File: src/axi_refill_pkg.sv
`default_nettype none

package axi_refill_pkg;

    // bus widths
    localparam int addr_w = 32;
    localparam int data_w = 32;
    localparam int id_w   = 4;

    // cache line geometry, 16 bytes per line
    localparam int line_beats    = 4;
    localparam int line_w        = line_beats * data_w;
    localparam int line_offset_w = 4;

    // arid values, one per requester
    localparam logic [id_w-1:0] src_icache   = 4'd0;
    localparam logic [id_w-1:0] src_dcache   = 4'd1;
    localparam logic [id_w-1:0] src_uncached = 4'd2;

    // AXI size / burst codes
    localparam logic [2:0] axsize_word  = 3'b010; // 4 bytes
    localparam logic [1:0] axburst_incr = 2'b01;

    // one captured R beat
    typedef struct packed {
        logic [id_w-1:0]   id;
        logic [data_w-1:0] data;
        logic              last;
    } rbeat_t;

endpackage

`default_nettype wire

File: src/axi_read_issue.sv
`timescale 1ns/1ps
`default_nettype none

module axi_read_issue
    import axi_refill_pkg::*;
(
    input  wire logic              aclk,
    input  wire logic              arst_n,
    input  wire logic              icache_rd_req,
    input  wire logic [addr_w-1:0] icache_rd_addr,
    output logic                   icache_rd_rdy,
    input  wire logic              dcache_rd_req,
    input  wire logic [addr_w-1:0] dcache_rd_addr,
    output logic                   dcache_rd_rdy,
    input  wire logic              uncached_rd_req,
    input  wire logic [addr_w-1:0] uncached_rd_addr,
    output logic                   uncached_rd_rdy,
    output logic [id_w-1:0]        arid,
    output logic [addr_w-1:0]      araddr,
    output logic [3:0]             arlen,
    output logic [2:0]             arsize,
    output logic [1:0]             arburst,
    output logic                   arvalid,
    input  wire logic              arready,
    input  wire logic              rd_done
);

    typedef enum logic [1:0] {
        st_idle,
        st_addr,
        st_wait
    } state_t;

    state_t            state;
    logic              any_req;
    logic [id_w-1:0]   win_id;
    logic [addr_w-1:0] win_addr;
    logic              win_line;    // refill rather than single word
    logic              take;

    assign any_req = icache_rd_req | dcache_rd_req | uncached_rd_req;
    assign take    = (state == st_idle) && any_req;

    // fixed priority dcache then uncached then icache
    always_comb begin
        win_id   = src_icache;
        win_addr = icache_rd_addr;
        win_line = 1'b1;
        if (dcache_rd_req) begin
            win_id   = src_dcache;
            win_addr = dcache_rd_addr;
        end else if (uncached_rd_req) begin
            win_id   = src_uncached;
            win_addr = uncached_rd_addr;
            win_line = 1'b0;
        end
    end

    always_ff @(posedge aclk or negedge arst_n) begin
        if (!arst_n) begin
            state <= st_idle;
        end else begin
            case (state)
                st_idle: begin
                    if (any_req) begin
                        state <= st_addr;
                    end
                end
                st_addr: begin
                    if (arready) begin
                        state <= st_wait;
                    end
                end
                st_wait: begin
                    if (rd_done) begin
                        state <= st_idle;
                    end
                end
                default: state <= st_idle;
            endcase
        end
    end

    always_ff @(posedge aclk) begin
        if (take) begin
            arid <= win_id;
            if (win_line) begin
                araddr <= {win_addr[addr_w-1:line_offset_w], {line_offset_w{1'b0}}};
                arlen  <= 4'(line_beats - 1);
            end else begin
                araddr <= win_addr;
                arlen  <= 4'd0;
            end
        end
    end

    assign arsize  = axsize_word;
    assign arburst = axburst_incr;
    assign arvalid = (state == st_addr);

    assign icache_rd_rdy   = (state == st_idle);
    assign dcache_rd_rdy   = (state == st_idle);
    assign uncached_rd_rdy = (state == st_idle);

endmodule

`default_nettype wire

File: src/rbeat_capture.sv
`timescale 1ns/1ps
`default_nettype none

module rbeat_capture
    import axi_refill_pkg::*;
#(
    parameter int fifo_depth = 4
) (
    input  wire logic              aclk,
    input  wire logic              arst_n,
    input  wire logic [id_w-1:0]   rid,
    input  wire logic [data_w-1:0] rdata,
    input  wire logic              rlast,
    input  wire logic              rvalid,
    output logic                   rready,
    output logic                   push_valid,
    output rbeat_t                 push_beat,
    input  wire logic              credit_return
);

    localparam int credit_w = $clog2(fifo_depth + 1);

    logic [credit_w-1:0] credits;
    logic                accept;

    assign rready = (credits != '0);
    assign accept = rvalid & rready;

    // credit is spent when the beat is taken, so an in-flight beat holds its slot
    always_ff @(posedge aclk or negedge arst_n) begin
        if (!arst_n) begin
            credits <= credit_w'(fifo_depth);
        end else begin
            credits <= credits + credit_w'(credit_return) - credit_w'(accept);
        end
    end

    always_ff @(posedge aclk or negedge arst_n) begin
        if (!arst_n) begin
            push_valid <= 1'b0;
        end else begin
            push_valid <= accept;
        end
    end

    always_ff @(posedge aclk) begin
        if (accept) begin
            push_beat.id   <= rid;
            push_beat.data <= rdata;
            push_beat.last <= rlast;
        end
    end

endmodule

`default_nettype wire

File: src/rbeat_fifo.sv
`timescale 1ns/1ps
`default_nettype none

module rbeat_fifo
    import axi_refill_pkg::*;
#(
    parameter int fifo_depth = 4
) (
    input  wire logic   aclk,
    input  wire logic   arst_n,
    input  wire logic   push_valid,
    input  wire rbeat_t push_beat,
    input  wire logic   pop,
    output logic        head_valid,
    output rbeat_t      head_beat,
    output logic        credit_return
);

    localparam int ptr_w   = $clog2(fifo_depth);
    localparam int count_w = $clog2(fifo_depth + 1);

    rbeat_t             mem [fifo_depth];
    logic [ptr_w-1:0]   wr_ptr;
    logic [ptr_w-1:0]   rd_ptr;
    logic [count_w-1:0] count;
    logic               do_pop;

    assign head_valid = (count != '0);
    assign head_beat  = mem[rd_ptr];
    assign do_pop     = pop & head_valid;

    // each beat leaving frees one slot upstream
    assign credit_return = do_pop;

    always_ff @(posedge aclk) begin
        if (push_valid) begin
            mem[wr_ptr] <= push_beat;
        end
    end

    always_ff @(posedge aclk or negedge arst_n) begin
        if (!arst_n) begin
            wr_ptr <= '0;
            rd_ptr <= '0;
            count  <= '0;
        end else begin
            if (push_valid) begin
                if (wr_ptr == ptr_w'(fifo_depth - 1)) begin
                    wr_ptr <= '0; // depth need not be a power of two
                end else begin
                    wr_ptr <= wr_ptr + 1'b1;
                end
            end
            if (do_pop) begin
                if (rd_ptr == ptr_w'(fifo_depth - 1)) begin
                    rd_ptr <= '0;
                end else begin
                    rd_ptr <= rd_ptr + 1'b1;
                end
            end
            count <= count + count_w'(push_valid) - count_w'(do_pop);
        end
    end

endmodule

`default_nettype wire

File: src/line_assembler.sv
`timescale 1ns/1ps
`default_nettype none

module line_assembler
    import axi_refill_pkg::*;
(
    input  wire logic          aclk,
    input  wire logic          arst_n,
    input  wire logic          head_valid,
    input  wire rbeat_t        head_beat,
    output logic               pop,
    output logic               rd_done,
    output logic               icache_ret_valid,
    output logic [line_w-1:0]  icache_ret_data,
    output logic               dcache_ret_valid,
    output logic [line_w-1:0]  dcache_ret_data,
    output logic               uncached_ret_valid,
    output logic [data_w-1:0]  uncached_ret_data
);

    localparam int cnt_w = $clog2(line_beats);

    logic [cnt_w-1:0]  beat_cnt;
    logic [line_w-1:0] line_q;
    logic [line_w-1:0] line_next;
    logic              done;

    // drain the fifo every cycle it has something
    assign pop  = head_valid;
    assign done = pop & head_beat.last;

    // current beat merged in so the last beat is part of the return
    always_comb begin
        line_next = line_q;
        line_next[beat_cnt*data_w +: data_w] = head_beat.data;
    end

    always_ff @(posedge aclk or negedge arst_n) begin
        if (!arst_n) begin
            beat_cnt <= '0;
        end else if (pop) begin
            if (head_beat.last) begin
                beat_cnt <= '0;
            end else begin
                beat_cnt <= beat_cnt + 1'b1;
            end
        end
    end

    always_ff @(posedge aclk) begin
        if (pop) begin
            line_q <= line_next;
        end
    end

    assign rd_done = done;

    // route by id
    assign icache_ret_valid   = done && (head_beat.id == src_icache);
    assign dcache_ret_valid   = done && (head_beat.id == src_dcache);
    assign uncached_ret_valid = done && (head_beat.id == src_uncached);

    assign icache_ret_data   = line_next;
    assign dcache_ret_data   = line_next;
    assign uncached_ret_data = head_beat.data; // single word passed as is

endmodule

`default_nettype wire

File: src/axi_refill_bridge.sv
`timescale 1ns/1ps
`default_nettype none

module axi_refill_bridge
    import axi_refill_pkg::*;
#(
    parameter int fifo_depth = 4
) (
    input  wire logic              aclk,
    input  wire logic              arst_n,
    // instruction cache
    input  wire logic              icache_rd_req,
    input  wire logic [addr_w-1:0] icache_rd_addr,
    output logic                   icache_rd_rdy,
    output logic                   icache_ret_valid,
    output logic [line_w-1:0]      icache_ret_data,
    // data cache
    input  wire logic              dcache_rd_req,
    input  wire logic [addr_w-1:0] dcache_rd_addr,
    output logic                   dcache_rd_rdy,
    output logic                   dcache_ret_valid,
    output logic [line_w-1:0]      dcache_ret_data,
    // uncached word path
    input  wire logic              uncached_rd_req,
    input  wire logic [addr_w-1:0] uncached_rd_addr,
    output logic                   uncached_rd_rdy,
    output logic                   uncached_ret_valid,
    output logic [data_w-1:0]      uncached_ret_data,
    // AXI AR
    output logic [id_w-1:0]        arid,
    output logic [addr_w-1:0]      araddr,
    output logic [3:0]             arlen,
    output logic [2:0]             arsize,
    output logic [1:0]             arburst,
    output logic                   arvalid,
    input  wire logic              arready,
    // AXI R
    input  wire logic [id_w-1:0]   rid,
    input  wire logic [data_w-1:0] rdata,
    input  wire logic              rlast,
    input  wire logic              rvalid,
    output logic                   rready
);

    logic   rd_done;
    logic   push_valid;
    rbeat_t push_beat;
    logic   credit_return;
    logic   head_valid;
    rbeat_t head_beat;
    logic   pop;

    axi_read_issue u_issue (
        .aclk             (aclk            ),
        .arst_n           (arst_n          ),
        .icache_rd_req    (icache_rd_req   ),
        .icache_rd_addr   (icache_rd_addr  ),
        .icache_rd_rdy    (icache_rd_rdy   ),
        .dcache_rd_req    (dcache_rd_req   ),
        .dcache_rd_addr   (dcache_rd_addr  ),
        .dcache_rd_rdy    (dcache_rd_rdy   ),
        .uncached_rd_req  (uncached_rd_req ),
        .uncached_rd_addr (uncached_rd_addr),
        .uncached_rd_rdy  (uncached_rd_rdy ),
        .arid             (arid            ),
        .araddr           (araddr          ),
        .arlen            (arlen           ),
        .arsize           (arsize          ),
        .arburst          (arburst         ),
        .arvalid          (arvalid         ),
        .arready          (arready         ),
        .rd_done          (rd_done         )
    );

    rbeat_capture #(
        .fifo_depth (fifo_depth)
    ) u_capture (
        .aclk          (aclk         ),
        .arst_n        (arst_n       ),
        .rid           (rid          ),
        .rdata         (rdata        ),
        .rlast         (rlast        ),
        .rvalid        (rvalid       ),
        .rready        (rready       ),
        .push_valid    (push_valid   ),
        .push_beat     (push_beat    ),
        .credit_return (credit_return)
    );

    rbeat_fifo #(
        .fifo_depth (fifo_depth)
    ) u_fifo (
        .aclk          (aclk         ),
        .arst_n        (arst_n       ),
        .push_valid    (push_valid   ),
        .push_beat     (push_beat    ),
        .pop           (pop          ),
        .head_valid    (head_valid   ),
        .head_beat     (head_beat    ),
        .credit_return (credit_return)
    );

    line_assembler u_assembler (
        .aclk               (aclk              ),
        .arst_n             (arst_n            ),
        .head_valid         (head_valid        ),
        .head_beat          (head_beat         ),
        .pop                (pop               ),
        .rd_done            (rd_done           ),
        .icache_ret_valid   (icache_ret_valid  ),
        .icache_ret_data    (icache_ret_data   ),
        .dcache_ret_valid   (dcache_ret_valid  ),
        .dcache_ret_data    (dcache_ret_data   ),
        .uncached_ret_valid (uncached_ret_valid),
        .uncached_ret_data  (uncached_ret_data )
    );

endmodule

`default_nettype wire

File: config.mk
export PLATFORM = sky130hd
export DESIGN_NAME = axi_refill_bridge
export DESIGN_NICKNAME = d
export VERILOG_FILES = /design/src/axi_refill_pkg.sv /design/src/axi_read_issue.sv /design/src/rbeat_capture.sv /design/src/rbeat_fifo.sv /design/src/line_assembler.sv /design/src/axi_refill_bridge.sv
export SDC_FILE = /design/constraint.sdc
export NUM_CORES = 1
export LEC_CHECK = 0
export ABC_AREA = 1
export BUFFER_PORTS_ARGS = -buffer_cell sky130_fd_sc_hd__buf_2
export CAP_MARGIN = 10
export CORE_MARGIN = 4
export CORE_UTILIZATION = 45
export CTS_CLUSTER_SIZE = 28
export DETAILED_ROUTE_END_ITERATION = 12
export GPL_ROUTABILITY_DRIVEN = 0
export PLACE_DENSITY = 0.71
export RECOVER_POWER = 50
export REMOVE_ABC_BUFFERS = 1
export SKIP_LAST_GASP = 1
export SYNTH_ARGS = -nofsm -noshare
export SYNTH_HDL_FRONTEND = slang
export SYNTH_SLANG_ARGS = --single-unit
export TNS_END_PERCENT = 100
File: constraint.sdc
create_clock -name aclk -period 12.1 [get_ports aclk]
set_input_delay 0 -clock aclk [delete_from_list [all_inputs] [get_ports aclk]]
set_output_delay 0 -clock aclk [all_outputs]
set_load 0.1 [all_outputs]
==> run metrics, run 1 <==
Max stage delay cell, worst path clkinvlp_2; Initial Utilization 45.62%; post-synth top area share between 60% and 70%; Reg clk slew, reported paths ~0.060 ns; synthesized area 0.01666 mm^2; Critical Path Fanout Max 70; vias in the first global route between 10000 and 15000; Clock Tree Root clkbuf_16; Syn-to-layout area delta 22.96%; final period demand of the worst path ~6 ns; Warnings, synthesis 0; violated checks capacitance limit, slew limit; crit path buf inv count 3; mux contribution to synthesized area 0%; fin crit share roughly 50%; Setup TNS 0 ns; first-pass GRT wire length 68.69 mm; RSZ-0062 raised after global routing no; final clock skew around 0.015 ns; Die W roughly 200 um; grt total ovfl 0; EDFF count, synth approximately 350; status complete, but fails checks; Synth Register Bits approximately 360; CTS Buffer Depth 3; Post-DRT Antenna Nets 0; DP HPWL 28.90 mm; number of fill cells ~3000; CP Capture Type output port; gr usage total a little over a fifth; Syn Area/Cell 11.42 um^2; critical path type reg -> out; detailed-route DRC error count 0; Largest stage delay, worst path between 2 and 3 ns; dpl cell area ~0.018 mm^2; post-CTS sizing 0; routed vias/inst 5.054; Pre-Repair DR Iteration Count 6; routed vias 11990; library cells used by synthesis 34; IO Pins 481; drt initial violations between 900 and 1000; port bufs 463; ranking of synthesized cells by area edfxtp_1 (63%), nand2_1 (8.7%), buf_4 (6.8%), nand3_1 (4.1%), inv_1 (2.9%); antenna violations before repair 2; Synth Area in Simple Gates between 10% and 20%; Routed WL per cell 19.27 um; maxcap violations 8; pin count of the biggest net entering global routing 73; critical path cell sequence nor3_1 -> clkinvlp_2 -> nand3_1 -> inv_1 -> nand2_1 -> nor2_1 -> buf_2; max_slew headroom -128.0%; CP startpoint kind flop; Cells after Synth 1459; Hold WC Path Type in -> reg; worst reg-to-reg setup slack slightly below 7 ns; FP Rows 70; Worst-Margin Slew between 3 and 4 ns; final hold violations 0; post-synthesis adder-cell area fraction between 1 and 1.5%; XOR/XNOR Fraction of Synth Area 0.2628%; CTS Sinks 363; CTS Buf Count 39; Async S/R FF share, synth approximately 4.1%; H-tree levels 2; nets@finish roughly 2000; CORE AREA between 0.03 and 0.04 mm^2; crit-path leading delay family buffers and inverters; combinational family with the most area after synthesis simple AND/OR/NAND/NOR gates; Achievable Freq around 170 MHz; predominant post-synthesis flop cell edfxtp_1; share of cells above drive strength 1 31.95%; clk_lat worst skew around 0.54 ns; Worst Path Required 12.10 ns; total die area ~0.040 mm^2; post-synthesis sequential area ratio 64.98%; Final Instance Area 0.02049 mm^2; Synth Area in Compound Gates between 2 and 3%; clock tree from TritonCTS built; Routed WL roughly 46 mm; CP arrival 6.05 ns; final setup vio count 0; leading area contributor after synthesis edfxtp_1; Die H approximately 200 um; Slew Limit Fails around 330
[synthesized netlist by cell type (14+ instances only)]
cell type / instances
nand3_2: 31
edfxtp_1: 348
buf_4: 152
dfrtp_1: 14
nand3_1: 135
nor2_1: 18
clkbuf_1: 24
buf_2: 16
inv_1: 129
nand2_2: 54
o22ai_1: 34
nand2_1: 385
nor2_4: 25
o21ai_1: 30
[per-stage QoR]
stage | std cells | setup WS [ns] | hold slack (ns) | util (%)
finish | 2373 | 6.054 | 0.1500 | 56.09
global route | 2373 | 5.505 | 0.09656 | 56.09
CTS | 2371 | 8.191 | 0.07654 | 56.29
detailed placement | 2200 | 8.763 | -0.06551 | 50.00
global placement | 2200 | 8.809 | -0.07411 | 50.00
floorplan | 1259 | 3.082 | -0.2956 | -
[layout by cell type (no fill, tap or decap), drive strengths merged, types with 14 or more instances in the layout]
cell type | Yosys | layout
edfxtp | 348 | 348
nor2 | 50 | 50
o22ai | 34 | 34
nand3 | 166 | 166
inv | 131 | 130
o21ai | 39 | 39
nand2 | 439 | 439
buf | 183 | 422
dlygate4sd3 | 0 | 103
clkbuf | 24 | 104
dfrtp | 14 | 14
[final timing paths]
| kind | startpoint | to | depth (start not counted) |
|---|---|---|---|
| max | u_fifo.count[1] | uncached_ret_valid | 7 |
| min | uncached_rd_req | u_issue.araddr[2] | 3 |
| max reg2reg | u_fifo.count[1] | u_assembler.line_q[84] | 3 |
| min reg2reg | u_capture.push_beat[24] | u_fifo.mem[0][24] | 0 |
| max in group asynchronous | arst_n | u_fifo.rd_ptr[0] | 4 |
| min in group asynchronous | arst_n | u_capture.credits[2] | 3 |
[worst min-delay path, cell delays in order]
cell	delay, ns
buf_2	0.12
nand2_1	0.29
nor2_1	0.17
[metal layers]
layer  share of wire (%)  up-vias  GRT usage (%)
li1                    -     5573              -
met1                  38     5718          25.52
met2                  51      604          39.16
met3                 7.5       99          4.281
met4                 3.9        0          8.874
met5                   0        -              0
[flip-flops by register name (all words and copies together) (netlist names)]
| signal | count |
|---|---|
| u_capture.credits | 3 |
| u_fifo.count | 3 |
| u_issue.state | 2 |
| u_issue.arid | 2 |
| u_capture.push_beat | 37 |
| u_fifo.mem | 148 |
| u_capture.push_valid | 1 |
| u_assembler.line_q | 128 |
| u_assembler.beat_cnt | 2 |
| u_issue.araddr | 32 |
| u_issue.arlen | 1 |
| u_fifo.wr_ptr | 2 |
| u_fifo.rd_ptr | 2 |
[cells by family after synthesis]
| logic type | after synthesis |
|---|---|
| AND/OR/NAND/NOR | 661 |
| flip-flops | 363 |
| other | 2 |
| buffers and inverters | 338 |
| adder cells (fa/ha/maj) | 13 |
| XOR/XNOR | 5 |
| AO/OA/AOI/OAI | 77 |
[what timing repair did]
item,CTS,global route
endpoints found under the hold margin,87,0
hold buffers,103,0
buffers inserted,0,0
setup endpoints to repair,0,0
[layout make-up]
cell class / count / area, um^2 / area share, %
Antenna cell: 2 / 5.005 / 0.02443
Clock buffer: 53 / 1091 / 5.326
Clock inverter: 15 / 173.9 / 0.8489
Inverter: 131 / 498.0 / 2.431
Multi-Input combinational cell: 765 / 3945 / 19.26
Sequential cell: 363 / 10830 / 52.88
Tap cell: 468 / 585.6 / 2.858
Timing Repair Buffer: 576 / 3356 / 16.38
Power of run 1 is left out: the tool's default activity adds up to more than one toggle a clock period on the data nets, which glitch-free logic cannot reach.
==> run 2, diff against run 1 <==
--- a/config.mk
+++ b/config.mk
@@ -5,7 +5,7 @@
 export SDC_FILE = /design/constraint.sdc
 export NUM_CORES = 1
 export LEC_CHECK = 0
-export ABC_AREA = 1
+export ABC_AREA = 0
 export BUFFER_PORTS_ARGS = -buffer_cell sky130_fd_sc_hd__buf_2
 export CAP_MARGIN = 10
 export CORE_MARGIN = 4
@@ -13,7 +13,7 @@
 export CTS_CLUSTER_SIZE = 28
 export DETAILED_ROUTE_END_ITERATION = 12
 export GPL_ROUTABILITY_DRIVEN = 0
-export PLACE_DENSITY = 0.71
+export PLACE_DENSITY = 0.72
 export RECOVER_POWER = 50
 export REMOVE_ABC_BUFFERS = 1
 export SKIP_LAST_GASP = 1
==> constraint.sdc (replaced) <==
create_clock -name aclk -period 6.1 [get_ports aclk]
set_input_delay 0 -clock aclk [delete_from_list [all_inputs] [get_ports aclk]]
set_output_delay 0 -clock aclk [all_outputs]
set_load 0.1 [all_outputs]
==> run 2 against run 1 <==
Effect of this change: via count down 14%; count of clock-buffer cells in the layout fell by 3; routed wire length decreased by 9.5%; synthesized area down 6.4%; critical path depth fell by 3; the run still ends with capacitance limit, slew limit left; utilization rose by 1.4 points; global-route usage decreased by 0.65 points; highest routed layer unchanged; first-iteration DRC count fell by 35%; final cell count shrank 14%; register-to-register slack worse by 4.3 ns; clock skew increased by 0.0025 ns; final area fell by 4.9%.
==> run metrics, run 2 <==
Worst Setup EP uncached_ret_valid; R2R cell count 3 (unchanged); most frequent cells in the layout buf_2 (416), edfxtp_1 (348), nand2_1 (165); Final Core Density 57.52% (+1.4 points); synthesized area 0.01560 mm^2 (-6.4%); post-synthesis sequential area ratio 69.40% (+4.4 points); Die H 194.2 um (-3.1%); dpl cell area 0.01735 mm^2 (-5.0%); maxcap violations 8 (unchanged); power per cell area 308.4 mW/mm^2; largest register by flop count u_fifo.mem; hold wc startpoint rdata[11]; post-synth top area share 66.98% (+4.3 points); vias in the first global route 10740 (-10%); FP Rows 67 (-4.3%); grt total ovfl 0 (unchanged); Critical Path Fanout Max 39 (-44%); CTS Buf Count 39 (unchanged); Cell Int Power between 4000 and 5000 uW; detailed-route DRC error count 0 (unchanged); Worst-Margin Slew 3.105 ns (-0.2958 ns); predominant post-synthesis flop cell edfxtp_1; antenna violations before repair 1 (-1); Final Instance Area 0.01948 mm^2 (-4.9%); Initial Utilization 46.07% (+0.45 points); violated checks capacitance limit, slew limit; EDFF count, synth 348 (unchanged); post-CTS sizing 0 (unchanged); total power around 6000 uW; routed vias 10340 (-14%); CP arrival 4.38 ns (-1.67 ns); max_slew headroom -107.1% (+21 points); Routed WL 41.41 mm (-9.5%); P_sw 1774 uW; Post-CTS Setup Bufs 0 (unchanged); CTS Sinks 363 (unchanged); CTS Buffer Depth 3 (unchanged); placed cells 1871 (-15%); Reg clk slew, reported paths 0.06 ns (about the same); library cells used by synthesis 36 (+5.9%); critical path cell sequence mux4_2 -> nand2_1 -> nor4_1 -> buf_2; register share of total power a little under half; nets@finish 1720 (-15%); IO Pins 481 (unchanged); fin crit share 71.85%; Sw Share 29.53%; max reg flops 148 (unchanged); status complete, but fails checks; Pre-Repair DR Iteration Count 5 (-1); clock tree from TritonCTS built; largest registers u_fifo.mem: 148 flops, u_assembler.line_q: 128 flops, u_capture.push_beat: 37 flops; Setup TNS 0 ns (unchanged); Largest stage delay, worst path 2.01 ns (-0.70 ns); final period demand of the worst path between 4 and 5 ns; Syn-to-layout area delta 24.87%; Comb power frac roughly 16%; final hold violations 0 (unchanged); H-tree levels 2 (unchanged); Max stage delay cell, worst path dfrtp_1; commonest cells in the netlist edfxtp_1 (348), nand2_1 (165), o21ai_0 (155); leading area contributor after synthesis edfxtp_1; Clock Tree Root clkbuf_16; Syn Area/Cell 13.78 um^2 (+21%); routed vias/inst 5.072 (+0.34%); critical path type reg -> out; Warnings, synthesis 0 (unchanged); Async S/R FF share, synth 4.132% (unchanged); ranking of synthesized cells by area edfxtp_1 (67%), buf_4 (6.7%), mux4_2 (5.2%), o21ai_0 (5.0%), nand2_1 (4.0%); P_leak between 0.007 and 0.008 uW; clock group share of total power 36.7%; DP HPWL 26.47 mm (-8.4%); Worst Path Required 6.10 ns (-6.00 ns); CP Capture Type output port; final clock skew 0.01776 ns (+0.002482 ns); CP startpoint kind flop; worst r2r dst u_assembler.line_q[104]; Routed WL per cell 20.31 um (+5.4%); drt initial violations 587 (-35%); RSZ-0062 raised after global routing no; port bufs 463 (unchanged); Synth Register Bits 363 (unchanged); share of cells above drive strength 1 32.83% (+0.88 points); Hold WC Path Type in -> reg; gr usage total 21.08% (-0.65 points); Critical path origin u_fifo.rd_ptr[0]; top-count cell post-synth edfxtp_1; Max IR drop VDD around 350 uV; most common cell after layout, fill and taps aside buf_2; Slew Limit Fails 328 (-1.5%); first-pass GRT wire length 62.28 mm (-9.3%); Cells after Synth 1132 (-22%); Die W 194.2 um (-3.1%); worst reg-to-reg setup slack 2.41 ns (-4.32 ns); Achievable Freq 228.1 MHz; number of fill cells 2675 (-11%); Post-DRT Antenna Nets 0 (unchanged); CORE AREA 0.03387 mm^2 (-7.3%); Non-Filler Instances 2039 (-14%); final setup vio count 0 (unchanged); pin count of the biggest net entering global routing 81 (+11%); clk_lat worst skew 0.53 ns (about the same); total die area 0.03771 mm^2 (-6.1%); reg2reg start u_fifo.rd_ptr[0]
[run 2: metrics by stage]
stage          setup slack, ns  hold slack, ns
2_1_floorplan          -0.5777         -0.2956
4_1_cts                  2.019          0.1411
3_3_place_gp             2.601        -0.04152
5_1_grt                  1.072          0.1629
3_5_place_dp             2.578        -0.04098
6_report                 1.717          0.1820
[run 2: final cells by class]
cell class / instances / area, um^2 / share of cell area [%]
clock inverter: 14 / 132.6 / 0.6808
clock buffer: 50 / 1039 / 5.331
tap: 448 / 560.5 / 2.877
timing repair buffer: 572 / 3331 / 17.10
inverter: 140 / 530.5 / 2.723
antenna: 1 / 2.502 / 0.01285
sequential: 363 / 10830 / 55.58
multi-input combinational: 451 / 3058 / 15.70
[run 2: cells by family (layout without fill, tap and decap cells)]
logic type	Yosys count	count (layout)	share of synthesized area (%)
xor+xnor	5	5	0.2807
compound gates	163	163	5.301
flops	363	363	69.40
mux	64	64	6.993
simple gates	197	197	5.397
other cells	2	10	0.04814
buf+inv	325	776	11.44
fa+ha+maj	13	13	1.139
[run 2: power groups by stage]
stage / registers [uW] / clock network, uW / logic, uW
after CTS: 2840 / 2250 / 983
after detailed placement: 2890 / 0 / 921
after floorplan: 3420 / 0 / 210
final: 2840 / 2200 / 962
after global routing: 2850 / 2370 / 988
after global placement: 2880 / 0 / 920
[run 2: worst min-delay path by stage]
| stage | cells past startpoint | end | slack (ns) |
|---|---|---|---|
| after CTS | 1 | u_issue.arid[0] | 0.14 |
| after floorplan | 0 | u_assembler.beat_cnt[0] | -0.30 |
| after detailed placement | 1 | u_capture.credits[1] | -0.04 |
| after global routing | 2 | u_capture.push_beat[1] | 0.16 |
| final | 2 | u_capture.push_beat[12] | 0.18 |
| after global placement | 1 | u_capture.credits[1] | -0.04 |
[run 2: what timing repair did]
| action | in CTS | in global routing |
|---|---|---|
| hold buffers | 103 | 0 |
| endpoints found under the setup margin | 0 | 0 |
| hold endpoints to repair | 87 | 0 |
[run 2: routing by layer]
metal	vias to the layer above	global-route usage (%)	part of all wire, %
li1	4662	-	-
met1	5044	25.27	37
met2	558	38.00	52
met3	77	4.188	7.5
met4	0	7.370	3.4
met5	-	0	0
[run 2: critical path, delay by kind of cell (launching register included)]
kind	cells	cell delay (ns)
buffers and inverters	1	0.53
DFF	1	2.01
muxes	1	0.59
and+or+nand+nor	2	0.71
Power figures use the tool's default switching activity.
